`src/verilog/lsu_pkg.sv`:
```
//////////////////////////////
// Shared definitions of the uncached load/store path
// Access FSM states, AXI response codes, AXI size codes
//////////////////////////////

package lsu_pkg;

   // Uncached access FSM states
   typedef enum logic [1:0]
   {
      IDLE   = 2'd0,
      WAIT_B = 2'd1,
      WAIT_R = 2'd2,
      OUT    = 2'd3
   } unc_state_t;

   // AXI RRESP / BRESP encoding
   typedef enum logic [1:0]
   {
      OKAY   = 2'b00,
      EXOKAY = 2'b01,
      SLVERR = 2'b10,
      DECERR = 2'b11
   } axi_resp_t;

   // AXI ARSIZE / AWSIZE codes, bytes = 1 << size
   localparam logic [2:0] AXI_SIZE_WORD  = 3'd2;
   localparam logic [2:0] AXI_SIZE_DWORD = 3'd3;

endpackage

```
`src/verilog/lsu_unc_fsm.sv`:
```
//////////////////////////////
// Uncached access FSM, single-beat AXI master
// Address width adapter
// Write window replication, read window select
//////////////////////////////

`timescale 1ns/10ps

module lsu_unc_fsm
#(
   parameter config_aw      = 32,
   parameter config_dw      = 32,
   parameter axi_addr_width = 16,
   parameter axi_p_dw_bytes = 3
)
(
   input  logic                              clk,
   input  logic                              reset,
   // Pipeline side
   input  logic                              stall,
   input  logic                              boot,
   input  logic                              store,
   input  logic [config_aw-1:0]              paddr,
   input  logic [2:0]                        size,
   input  logic [config_dw-1:0]              wdat,
   input  logic [config_dw/8-1:0]            wmsk,
   output logic                              stall_req,
   output logic                              valid,
   output logic [config_dw-1:0]              dout,
   output logic                              err,
   // AXI read address and data
   input  logic                              ar_ready,
   output logic                              ar_valid,
   output logic [axi_addr_width-1:0]         ar_addr,
   output logic [2:0]                        ar_size,
   output logic                              r_ready,
   input  logic                              r_valid,
   input  logic [(1<<axi_p_dw_bytes)*8-1:0]  r_data,
   input  lsu_pkg::axi_resp_t                r_resp,
   // AXI write address, data and response
   input  logic                              aw_ready,
   output logic                              aw_valid,
   output logic [axi_addr_width-1:0]         aw_addr,
   output logic [2:0]                        aw_size,
   input  logic                              w_ready,
   output logic                              w_valid,
   output logic [(1<<axi_p_dw_bytes)*8-1:0]  w_data,
   output logic [(1<<axi_p_dw_bytes)-1:0]    w_strb,
   output logic                              b_ready,
   input  logic                              b_valid,
   input  lsu_pkg::axi_resp_t                b_resp
);
   import lsu_pkg::*;

   localparam axi_bytes = 1 << axi_p_dw_bytes;
   localparam win_bytes = config_dw / 8;
   localparam win_num   = axi_bytes / win_bytes;
   localparam win_p_dw  = $clog2(win_bytes);
   localparam win_mask  = win_num - 1;

   unc_state_t                   state;
   unc_state_t                   state_nxt;
   logic                         ar_set;
   logic                         aw_set;
   logic                         ar_hs;
   logic                         aw_hs;
   logic                         w_hs;
   logic                         r_hs;
   logic                         b_hs;
   logic [axi_addr_width-1:0]    addr_nxt;
   logic [axi_addr_width-1:0]    wr_sel;
   logic [axi_addr_width-1:0]    rd_sel;
   logic [axi_bytes*8-1:0]       wdata_nxt;
   logic [axi_bytes-1:0]         wstrb_nxt;
   logic [config_dw-1:0]         rd_win;

   always_comb
   begin
      state_nxt = state;
      ar_set = 1'b0;
      aw_set = 1'b0;
      case (state)
         IDLE:
            if (boot)
            begin
               state_nxt = store ? WAIT_B : WAIT_R;
               ar_set = ~store;
               aw_set = store;
            end
         WAIT_B:
            if (b_hs)
               state_nxt = OUT;
         WAIT_R:
            if (r_hs)
               state_nxt = OUT;
         OUT:
            // Hold the result while the pipeline stalls
            if (~stall)
               state_nxt = IDLE;
      endcase
   end

   assign ar_hs = ar_valid & ar_ready;
   assign aw_hs = aw_valid & aw_ready;
   assign w_hs  = w_valid & w_ready;
   assign r_hs  = r_valid & r_ready;
   assign b_hs  = b_valid & b_ready;

   assign r_ready = (state == WAIT_R);
   assign b_ready = (state == WAIT_B);

   // Request held from the boot cycle until the result is out
   assign stall_req = (state != OUT) & ((state != IDLE) | boot);
   assign valid = (state == OUT);

   // Physical address to AXI width, truncate or zero fill
   generate
      if (axi_addr_width > config_aw)
      begin : g_addr_fill
         assign addr_nxt = {{(axi_addr_width-config_aw){1'b0}}, paddr};
      end
      else
      begin : g_addr_trunc
         assign addr_nxt = paddr[axi_addr_width-1:0];
      end
   endgenerate

   // Window index within the bus word
   assign wr_sel = (addr_nxt >> win_p_dw) & axi_addr_width'(win_mask);
   assign rd_sel = (ar_addr >> win_p_dw) & axi_addr_width'(win_mask);

   // Same data in every window, mask only in the addressed one
   always_comb
   begin
      for (int i = 0; i < win_num; i++)
      begin
         wdata_nxt[i*config_dw +: config_dw] = wdat;
         wstrb_nxt[i*win_bytes +: win_bytes] = (wr_sel == axi_addr_width'(i)) ? wmsk : '0;
      end
   end

   always_comb
   begin
      rd_win = '0;
      for (int i = 0; i < win_num; i++)
         if (rd_sel == axi_addr_width'(i))
            rd_win = r_data[i*config_dw +: config_dw];
   end

   always_ff @(posedge clk)
   begin
      if (reset)
      begin
         state    <= IDLE;
         ar_valid <= 1'b0;
         aw_valid <= 1'b0;
         w_valid  <= 1'b0;
      end
      else
      begin
         state <= state_nxt;
         if (ar_set)
            ar_valid <= 1'b1;
         else if (ar_hs)
            ar_valid <= 1'b0;
         // AW and W rise together, drop on their own handshakes
         if (aw_set)
            aw_valid <= 1'b1;
         else if (aw_hs)
            aw_valid <= 1'b0;
         if (aw_set)
            w_valid <= 1'b1;
         else if (w_hs)
            w_valid <= 1'b0;
      end
   end

   // Channel payloads captured at boot
   always_ff @(posedge clk)
   begin
      if (ar_set)
      begin
         ar_addr <= addr_nxt;
         ar_size <= size;
      end
      if (aw_set)
      begin
         aw_addr <= addr_nxt;
         aw_size <= size;
         w_data  <= wdata_nxt;
         w_strb  <= wstrb_nxt;
      end
   end

   // Result word and error flag, dout is zero after a store
   always_ff @(posedge clk)
   begin
      if (r_hs)
      begin
         dout <= rd_win;
         err  <= (r_resp != OKAY);
      end
      else if (b_hs)
      begin
         dout <= '0;
         err  <= (b_resp != OKAY);
      end
   end

endmodule

```
`config.mk`:
```
export PLATFORM = sky130hd
export DESIGN_NAME = lsu_unc_fsm
export DESIGN_NICKNAME = d
export VERILOG_FILES = /design/src/verilog/lsu_pkg.sv /design/src/verilog/lsu_unc_fsm.sv
export SDC_FILE = /design/constraint.sdc
export NUM_CORES = 1
export LEC_CHECK = 0
export BUFFER_PORTS_ARGS = -buffer_cell sky130_fd_sc_hd__buf_2
export CAP_MARGIN = 20
export CORE_AREA = 2 2 117 119
export CTS_CLUSTER_SIZE = 25
export DETAILED_ROUTE_END_ITERATION = 10
export DIE_AREA = 0 0 119 121
export PLACE_DENSITY_LB_ADDON = 0.15
export SKIP_LAST_GASP = 1
export SLEW_MARGIN = 20
export SYNTH_ARGS = -nofsm -noshare
export SYNTH_HDL_FRONTEND = slang
export SYNTH_SLANG_ARGS = --single-unit
```
`constraint.sdc`:
```
create_clock -name clk -period 3.5 [get_ports clk]
set_input_delay 0.175 -clock clk [delete_from_list [all_inputs] [get_ports clk]]
set_output_delay 0.175 -clock clk [all_outputs]
set_load 0.05 [all_outputs]
```
==> insert_results.sql, run 1 <==
INSERT INTO impl_metrics (metric_group, metric, value, unit) VALUES
('outcome', 'status', 'complete, no violations', ''),
('clocking', 'htree_levels', '4', ''),
('routing', 'ant_nets', '0', ''),
('logic_synthesis', 'synthesis.area', '4510', 'µm²'),
('routing', 'routed_wire_length_per_instance', '13.9', 'µm'),
('worst_setup_path', 'critPathArrivalTime', '2240', 'ps'),
('floorplan', 'vertical_die_dimension', '121', 'µm'),
('global_routing', 'grt_pass1_wl', '16300', 'µm'),
('placement', 'place_inst', '689', ''),
('timing', 'max_slew_margin', '32.9', '%'),
('logic_synthesis', 'synth_warnings', '0', ''),
('clocking', 'clock_latency', '400', 'ps'),
('worst_setup_path', 'crit_path_end_kind', 'flop', ''),
('timing', 'whs', '20.1', 'ps'),
('worst_setup_path', 'critical_path_class', 'reg2reg', ''),
('floorplan', 'floorplan.die_area', '14400', 'µm²'),
('timing', 'timing_max_transition_violations_final', '0', ''),
('timing', 'achievable-frequency', '465', 'MHz'),
('logic_synthesis', 'yosys_top_cell_by_area', 'sky130_fd_sc_hd__edfxtp_1', ''),
('logic_synthesis', 'postSynthRegisterBits', '116', ''),
('logic_synthesis', 'portion_of_the_post_synthesis_area_used_by_sequential_elements', '76.1', '%'),
('floorplan', 'io_pins', '299', ''),
('final_layout', 'filler_cells_inserted', '1139', ''),
('logic_synthesis', 'synthTopCellsByCount', 'sky130_fd_sc_hd__edfxtp_1 (111), sky130_fd_sc_hd__nor2_1 (37), sky130_fd_sc_hd__mux2i_1 (34)', ''),
('floorplan', 'initial_core_util', '34.5', '%'),
('routing', 'wl', '10800', 'µm'),
('timing', 'timing.setup.tns', '0', 'ps'),
('final_layout', 'layout.nets', '737', ''),
('floorplan', 'rows', '42', ''),
('placement', 'place_hpwl', '7900', 'µm'),
('routing', 'drt_drc_violations_left', '0', ''),
('placement', 'gp_congestion', '0.736', ''),
('logic_synthesis', 'syn_avg_cell_area', '17.0', 'µm²'),
('pwr', 'power.density_cell_area', '781', 'nW/µm²'),
('timing', 'fin_worst_skew', '5.25', 'ps'),
('timing', 'final.min_clock_period', '2150', 'ps'),
('clocking', 'ctsLongestPathBuffers', '2', ''),
('worst_setup_path', 'critPathMaxFanout', '33', ''),
('timing', 'timing.final.setup_violations', '0', ''),
('hold_path', 'hp-class', 'in2reg', ''),
('timing', 'worst_slew_pin_slew', '1010', 'ps'),
('logic_synthesis', 'number_of_flops_mapped_to_enable_cells_by_yosys', '111', ''),
('logic_synthesis', 'postSynthNetCount', '420', ''),
('routing', 'via_per_inst', '4.19', ''),
('logic_synthesis', 'most_common_cell_in_the_netlist', 'sky130_fd_sc_hd__edfxtp_1', ''),
('global_routing', 'via_count_of_the_first_global_routing_pass', '3214', ''),
('final_layout', 'final_cells', '772', ''),
('pwr', 'p_leak', '3.11', 'nW'),
('run', 'drv.max_cap_violation_count', '0', ''),
('final_layout', 'layout-drive-gt1-share', '54.3', '%'),
('logic_synthesis', 'synthDominantCellAreaShare', '73.9', '%'),
('floorplan', 'floorplan.die.width', '119', 'µm'),
('final_layout', 'area_delta_synth_final', '54.4', '%'),
('logic_synthesis', 'dominantRegCellSynth', 'sky130_fd_sc_hd__edfxtp_1', ''),
('logic_synthesis', 'ys_async_sr_fraction', '0', '%'),
('logic_synthesis', 'ys_types', '22', ''),
('pwr', 'vdd_drop_max', '298', 'µV'),
('routing', 'drt-initial-drc-count', '89', ''),
('worst_setup_path', 'worstSetupStartpointType', 'flop', ''),
('floorplan', 'placeable_core_region', '13100', 'µm²'),
('clocking', 'cts_post_setup_buffers_inserted', '0', ''),
('clocking', 'clock_tree.root_cell', 'sky130_fd_sc_hd__clkbuf_16', ''),
('timing', 'fin_crit_sh', '61.4', '%'),
('clocking', 'cts-buffers-inserted', '17', ''),
('clocking', 'cts_tree', 'yes', ''),
('routing', 'detail_route.first_pass.iterations', '4', ''),
('placement', 'buffer_ports.inserted', '282', ''),
('global_routing', 'grt-ovfl-total', '0', ''),
('routing', 'route.vias.total', '3238', ''),
('timing', 'hold_violations', '0', ''),
('global_routing', 'grt_util_all_layers', '15.1', '%'),
('clocking', 'cts.sink_count', '116', ''),
('clocking', 'cts.reportedPaths.clkPinSlew', '50', 'ps'),
('worst_setup_path', 'worst-endpoint-required', '3590', 'ps'),
('global_routing', 'largest_net_degree_at_the_start_of_global_routing', '36', ''),
('logic_synthesis', 'synthTopCellsByArea', 'sky130_fd_sc_hd__edfxtp_1 (74%), sky130_fd_sc_hd__mux2i_1 (7.5%), sky130_fd_sc_hd__buf_4 (5.5%)', ''),
('global_routing', 'antenna_found_initial', '1', ''),
('logic_synthesis', 'syn_inst', '265', ''),
('timing', 'setup_repair_after_global_routing_missed_its_margin', 'no', '');
[per-layer routing]
layer,wire [µm],up-vias,part of all wire (%),GRT usage (%)
met2,5440,187,51,25.7
met4,188,0,1.7,6.55
met5,0,-,0,0
li1,-,1571,-,-
met3,1050,15,9.8,6.67
met1,4080,1465,38,16.3
[area by class of cell]
cell class	count	area [µm²]	share of cell area, %
diodes	1	2.50	0.0359
clock buffers	18	429	6.16
flip-flops and latches	116	3430	49.3
inverters	4	15.0	0.215
well taps	176	220	3.16
repair buffers	337	1950	28.0
multi-input cells	106	757	10.9
clock inverters	14	161	2.32
[through the flow]
stage / setup slack [ps] / util, % / instance area, µm² / power, mW
after floorplan: 1090 / - / 4510 / 3.37
after global placement: 1350 / 44.9 / 5870 / 3.73
after detailed placement: 1300 / 44.9 / 5870 / 3.74
after CTS: 1290 / 53.2 / 6970 / 5.51
after global routing: 1130 / 53.2 / 6970 / 5.66
final: 1350 / 53.3 / 6970 / 5.44
[placed cells by master, fill, tap and decap left out, types with 2 or more instances in the layout]
cell type,instances
sky130_fd_sc_hd__inv_1,3
sky130_fd_sc_hd__edfxtp_1,111
sky130_fd_sc_hd__nand2b_1,3
sky130_fd_sc_hd__nand2_1,3
sky130_fd_sc_hd__nand2b_2,3
sky130_fd_sc_hd__dlygate4sd3_1,50
sky130_fd_sc_hd__clkinv_4,2
sky130_fd_sc_hd__buf_4,5
sky130_fd_sc_hd__nor2_1,37
sky130_fd_sc_hd__clkinv_2,3
sky130_fd_sc_hd__bufinv_16,3
sky130_fd_sc_hd__buf_2,282
sky130_fd_sc_hd__clkinv_1,2
sky130_fd_sc_hd__mux2i_1,34
sky130_fd_sc_hd__a21oi_1,4
sky130_fd_sc_hd__and2_1,4
sky130_fd_sc_hd__nor2b_1,5
sky130_fd_sc_hd__dfxtp_1,5
sky130_fd_sc_hd__clkinvlp_4,3
sky130_fd_sc_hd__clkbuf_16,17
sky130_fd_sc_hd__ha_1,6
[sequential cells by signal, summed over array words and instances (netlist names)]
| signal | flops |
|---|---|
| w_strb | 8 |
| w_valid | 1 |
| state | 2 |
| ar_size | 3 |
| aw_size | 3 |
| ar_addr | 16 |
| ar_valid | 1 |
| err | 1 |
| aw_valid | 1 |
| w_data | 32 |
| dout | 32 |
| aw_addr | 16 |
[final timing paths]
path | startpoint | end | slack (ps) | cells past startpoint
setup / recovery | state[0] | w_data[41] | 1350 | 5
hold / removal | reset | aw_valid | 20 | 2
setup reg to reg | state[0] | w_data[41] | 1350 | 5
hold reg to reg | w_valid | w_valid | 470 | 2
[worst max-delay path, stage by stage (launching register included)]
cell and delay [ps]:
sky130_fd_sc_hd__dfxtp_1 330, sky130_fd_sc_hd__inv_1 130, sky130_fd_sc_hd__ha_1 290, sky130_fd_sc_hd__nand3_1 170, sky130_fd_sc_hd__inv_2 550, sky130_fd_sc_hd__buf_4 350
[kinds of logic (layout without fill, tap and decap cells)]
group | count (synthesis) | after routing | share of synthesized area (%)
fa+ha+maj | 6 | 6 | 1.66
flops | 116 | 116 | 76.1
buf+inv | 43 | 373 | 7.15
mux | 35 | 35 | 7.87
other cells | 0 | 1 | 0
compound gates | 5 | 5 | 0.638
simple gates | 60 | 60 | 6.60
[where the power goes]
part | total (mW) | internal (mW) | switching (mW)
registers | 1.92 | 1.85 | 0.0743
logic | 1.82 | 0.400 | 1.42
clock network | 1.70 | 1.11 | 0.588
[repair_timing]
item | CTS | global route
hold buffers | 50 | 0
resized for setup | 0 | 0
endpoints found under the hold margin | 68 | 0
Power figures use the tool's default switching activity.
==> run 2, diff against run 1 <==
clock period = 2.15 ns   (was 3.5 ns; I/O delays follow)
==> insert_results.sql, run 2 (synthesis results as in run 1) <==
INSERT INTO impl_metrics (metric_group, metric, value, unit) VALUES
('global_routing', 'grtUsageMet2', '27.2', '%'),
('final_layout', 'layout_commonest_cell', 'sky130_fd_sc_hd__buf_2', ''),
('global_routing', 'grt_most_used_layer', 'met2', ''),
('worst_setup_path', 'worst-endpoint-required', '2040', 'ps'),
('floorplan', 'io_pins', '299', ''),
('clocking', 'cts-buffers-inserted', '17', ''),
('worst_setup_path', 'critPathArrivalTime', '1700', 'ps'),
('floorplan', 'floorplan.die_area', '14400', 'µm²'),
('global_routing', 'grtUsageMet1', '15.5', '%'),
('routing', 'drt-initial-drc-count', '93', ''),
('final_layout', 'layout.nets', '746', ''),
('worst_setup_path', 'r2r.worst_path.cells', '5', ''),
('worst_setup_path', 'critical_path.endpoint', 'stall_req', ''),
('final_layout', 'postLayoutCoreUtil', '54.2', '%'),
('routing', 'routed_wire_length_per_instance', '13.9', 'µm'),
('clocking', 'clock_tree.root_cell', 'sky130_fd_sc_hd__clkbuf_16', ''),
('pwr', 'p_leak', '3.16', 'nW'),
('pwr', 'net-switching-power', '3.39', 'mW'),
('worst_setup_path', 'worstSetupStartpointType', 'flop', ''),
('final_layout', 'area_delta_synth_final', '57.2', '%'),
('worst_setup_path', 'crit_path_end_kind', 'output pin', ''),
('clocking', 'htree_levels', '4', ''),
('pwr', 'sw_ratio', '37.7', '%'),
('timing', 'setup_repair_after_global_routing_missed_its_margin', 'no', ''),
('pwr', 'vdd_drop_max', '573', 'µV'),
('final_layout', 'antenna_cells', '0', ''),
('timing', 'achievable-frequency', '554', 'MHz'),
('clocking', 'cts_tree', 'yes', ''),
('timing', 'fin_crit_sh', '83.9', '%'),
('floorplan', 'initial_core_util', '34.5', '%'),
('final_layout', 'layout_common_cells', 'sky130_fd_sc_hd__buf_2 (282), sky130_fd_sc_hd__edfxtp_1 (111), sky130_fd_sc_hd__dlygate4sd3_1 (59)', ''),
('hold_path', 'hp-class', 'in2reg', ''),
('floorplan', 'placeable_core_region', '13100', 'µm²'),
('placement', 'buffer_ports.inserted', '282', ''),
('clocking', 'ctsLongestPathBuffers', '2', ''),
('run', 'drv.max_cap_violation_count', '0', ''),
('global_routing', 'gr-usage-met3', '5.97', '%'),
('worst_setup_path', 'max_stage_delay', '410', 'ps'),
('worst_setup_path', 'critPathMaxFanout', '6', ''),
('global_routing', 'via_count_of_the_first_global_routing_pass', '3189', ''),
('timing', 'timing.final.setup_violations', '0', ''),
('worst_setup_path', 'r2r_path_start', 'state[0]', ''),
('floorplan', 'rows', '42', ''),
('final_layout', 'layout_top_registers', 'dout x32, w_data x32', ''),
('pwr', 'clock_power_share', '32.0', '%'),
('routing', 'detail_route.first_pass.iterations', '4', ''),
('routing', 'ant_nets', '0', ''),
('worst_setup_path', 'reg2reg_setup_slack', '380', 'ps'),
('timing', 'worst_slew_pin_slew', '527', 'ps'),
('timing', 'timing_max_transition_violations_final', '0', ''),
('clocking', 'cts.sink_count', '116', ''),
('pwr', 'seqPwrFrac', '34.7', '%'),
('clocking', 'cts_post_setup_buffers_inserted', '0', ''),
('global_routing', 'grt_util_all_layers', '15.2', '%'),
('worst_setup_path', 'crit_slowest_cell', 'sky130_fd_sc_hd__dfxtp_1', ''),
('floorplan', 'vertical_die_dimension', '121', 'µm'),
('outcome', 'status', 'complete, no violations', ''),
('global_routing', 'antenna_found_initial', '0', ''),
('global_routing', 'grt_pass1_wl', '16300', 'µm'),
('global_routing', 'grt-ovfl-total', '0', ''),
('pwr', 'power_frac_comb', '33.3', '%'),
('placement', 'gp_congestion', '0.731', ''),
('routing', 'drt_drc_violations_left', '0', ''),
('hold_path', 'worstHoldPathCells', '3', ''),
('routing', 'via_per_inst', '4.15', ''),
('routing', 'wl', '10800', 'µm'),
('global_routing', 'largest_net_degree_at_the_start_of_global_routing', '60', ''),
('placement', 'place_hpwl', '7750', 'µm'),
('clocking', 'cts.reportedPaths.clkPinSlew', '50', 'ps'),
('timing', 'final.min_clock_period', '1800', 'ps'),
('timing', 'fin_worst_skew', '6.20', 'ps'),
('worst_setup_path', 'critical_path_class', 'reg2out', ''),
('worst_setup_path', 'worstReg2RegEnd', 'aw_valid', ''),
('final_layout', 'layout-drive-gt1-share', '53.5', '%'),
('timing', 'hold_violations', '0', ''),
('worst_setup_path', 'worstPathCellList', 'inv_1 > ha_1 > nand2b_2 > nor2b_1 > buf_2', ''),
('floorplan', 'floorplan.die.width', '119', 'µm'),
('timing', 'timing.setup.tns', '0', 'ps'),
('routing', 'route.vias.total', '3236', ''),
('pwr', 'power.internal', '5.60', 'mW'),
('worst_setup_path', 'timing.critical_path.from', 'state[1]', ''),
('timing', 'max_slew_margin', '64.9', '%'),
('pwr', 'power.density_cell_area', '1270', 'nW/µm²'),
('clocking', 'clock_latency', '400', 'ps');
==> run 2: cell count changes in the layout (fill, tap and decap cells not counted) <==
cell / before / now
sky130_fd_sc_hd__clkinv_4: 2 / 0
sky130_fd_sc_hd__clkinvlp_4: 3 / 4
sky130_fd_sc_hd__inv_2: 1 / 0
sky130_fd_sc_hd__buf_12: 0 / 1
sky130_fd_sc_hd__clkinv_1: 2 / 3
sky130_fd_sc_hd__inv_6: 1 / 2
sky130_fd_sc_hd__clkbuf_1: 1 / 0
sky130_fd_sc_hd__dlygate4sd3_1: 50 / 59
sky130_fd_sc_hd__diode_2: 1 / 0
sky130_fd_sc_hd__buf_4: 5 / 4
sky130_fd_sc_hd__bufinv_16: 3 / 4
==> run 2: power groups by stage <==
stage | clock (mW) | sequential (mW) | combinational, mW
after detailed placement | 0 | 3.16 | 2.94
after global routing | 3.06 | 3.16 | 3.14
after global placement | 0 | 3.15 | 2.93
after floorplan | 0 | 4.49 | 1.01
final | 2.88 | 3.12 | 3.00
after CTS | 2.95 | 3.12 | 3.03
==> run 2: critical path: cells and delay by family, from the launching register on <==
| kind | cells | cell delay [ps] |
|---|---|---|
| flops | 1 | 410 |
| buf+inv | 2 | 380 |
| simple gates | 2 | 240 |
| fa+ha+maj | 1 | 270 |
==> run 2: worst min path at each step <==
stage               startpoint          to
floorplan                reset    aw_valid
global placement      wdat[31]  w_data[31]
detailed placement     wdat[4]  w_data[36]
CTS                 r_data[12]    dout[12]
global route        r_data[27]    dout[27]
finish              r_data[27]    dout[27]
==> run 2: per-layer routing <==
metal	vias to the layer above	wire (µm)	part of all wire [%]
met3	11	995	9.2
li1	1581	-	-
met1	1459	3940	36
met5	-	0	0
met2	185	5710	53
met4	0	155	1.4
==> run 2: per-stage QoR <==
stage	hold WS [ps]	cells	power, mW	setup slack [ps]	instance area, µm²
6_report	21.0	780	8.99	346	7090
4_1_cts	1.45	780	9.11	299	7090
3_3_place_gp	285	689	6.08	438	5890
2_1_floorplan	177	265	5.49	13.3	4520
5_1_grt	16.1	780	9.36	231	7090
3_5_place_dp	286	689	6.10	385	5890
==> run 2: final cells by class <==
class                           count  area, µm²
Clock buffer                       17        425
Multi-Input combinational cell    106        757
Clock inverter                     15        186
Tap cell                          176        220
Sequential cell                   116       3430
Inverter                            4       18.8
Fill cell                        1120       5990
Timing Repair Buffer              346       2050
==> run 2: timing repair <==
| item | 4_1_cts | 5_1_grt |
|---|---|---|
| hold buffers | 59 | 0 |
| endpoints found under the setup margin | 0 | 0 |
| resized for setup | 0 | 0 |
| hold endpoints to repair | 78 | 0 |
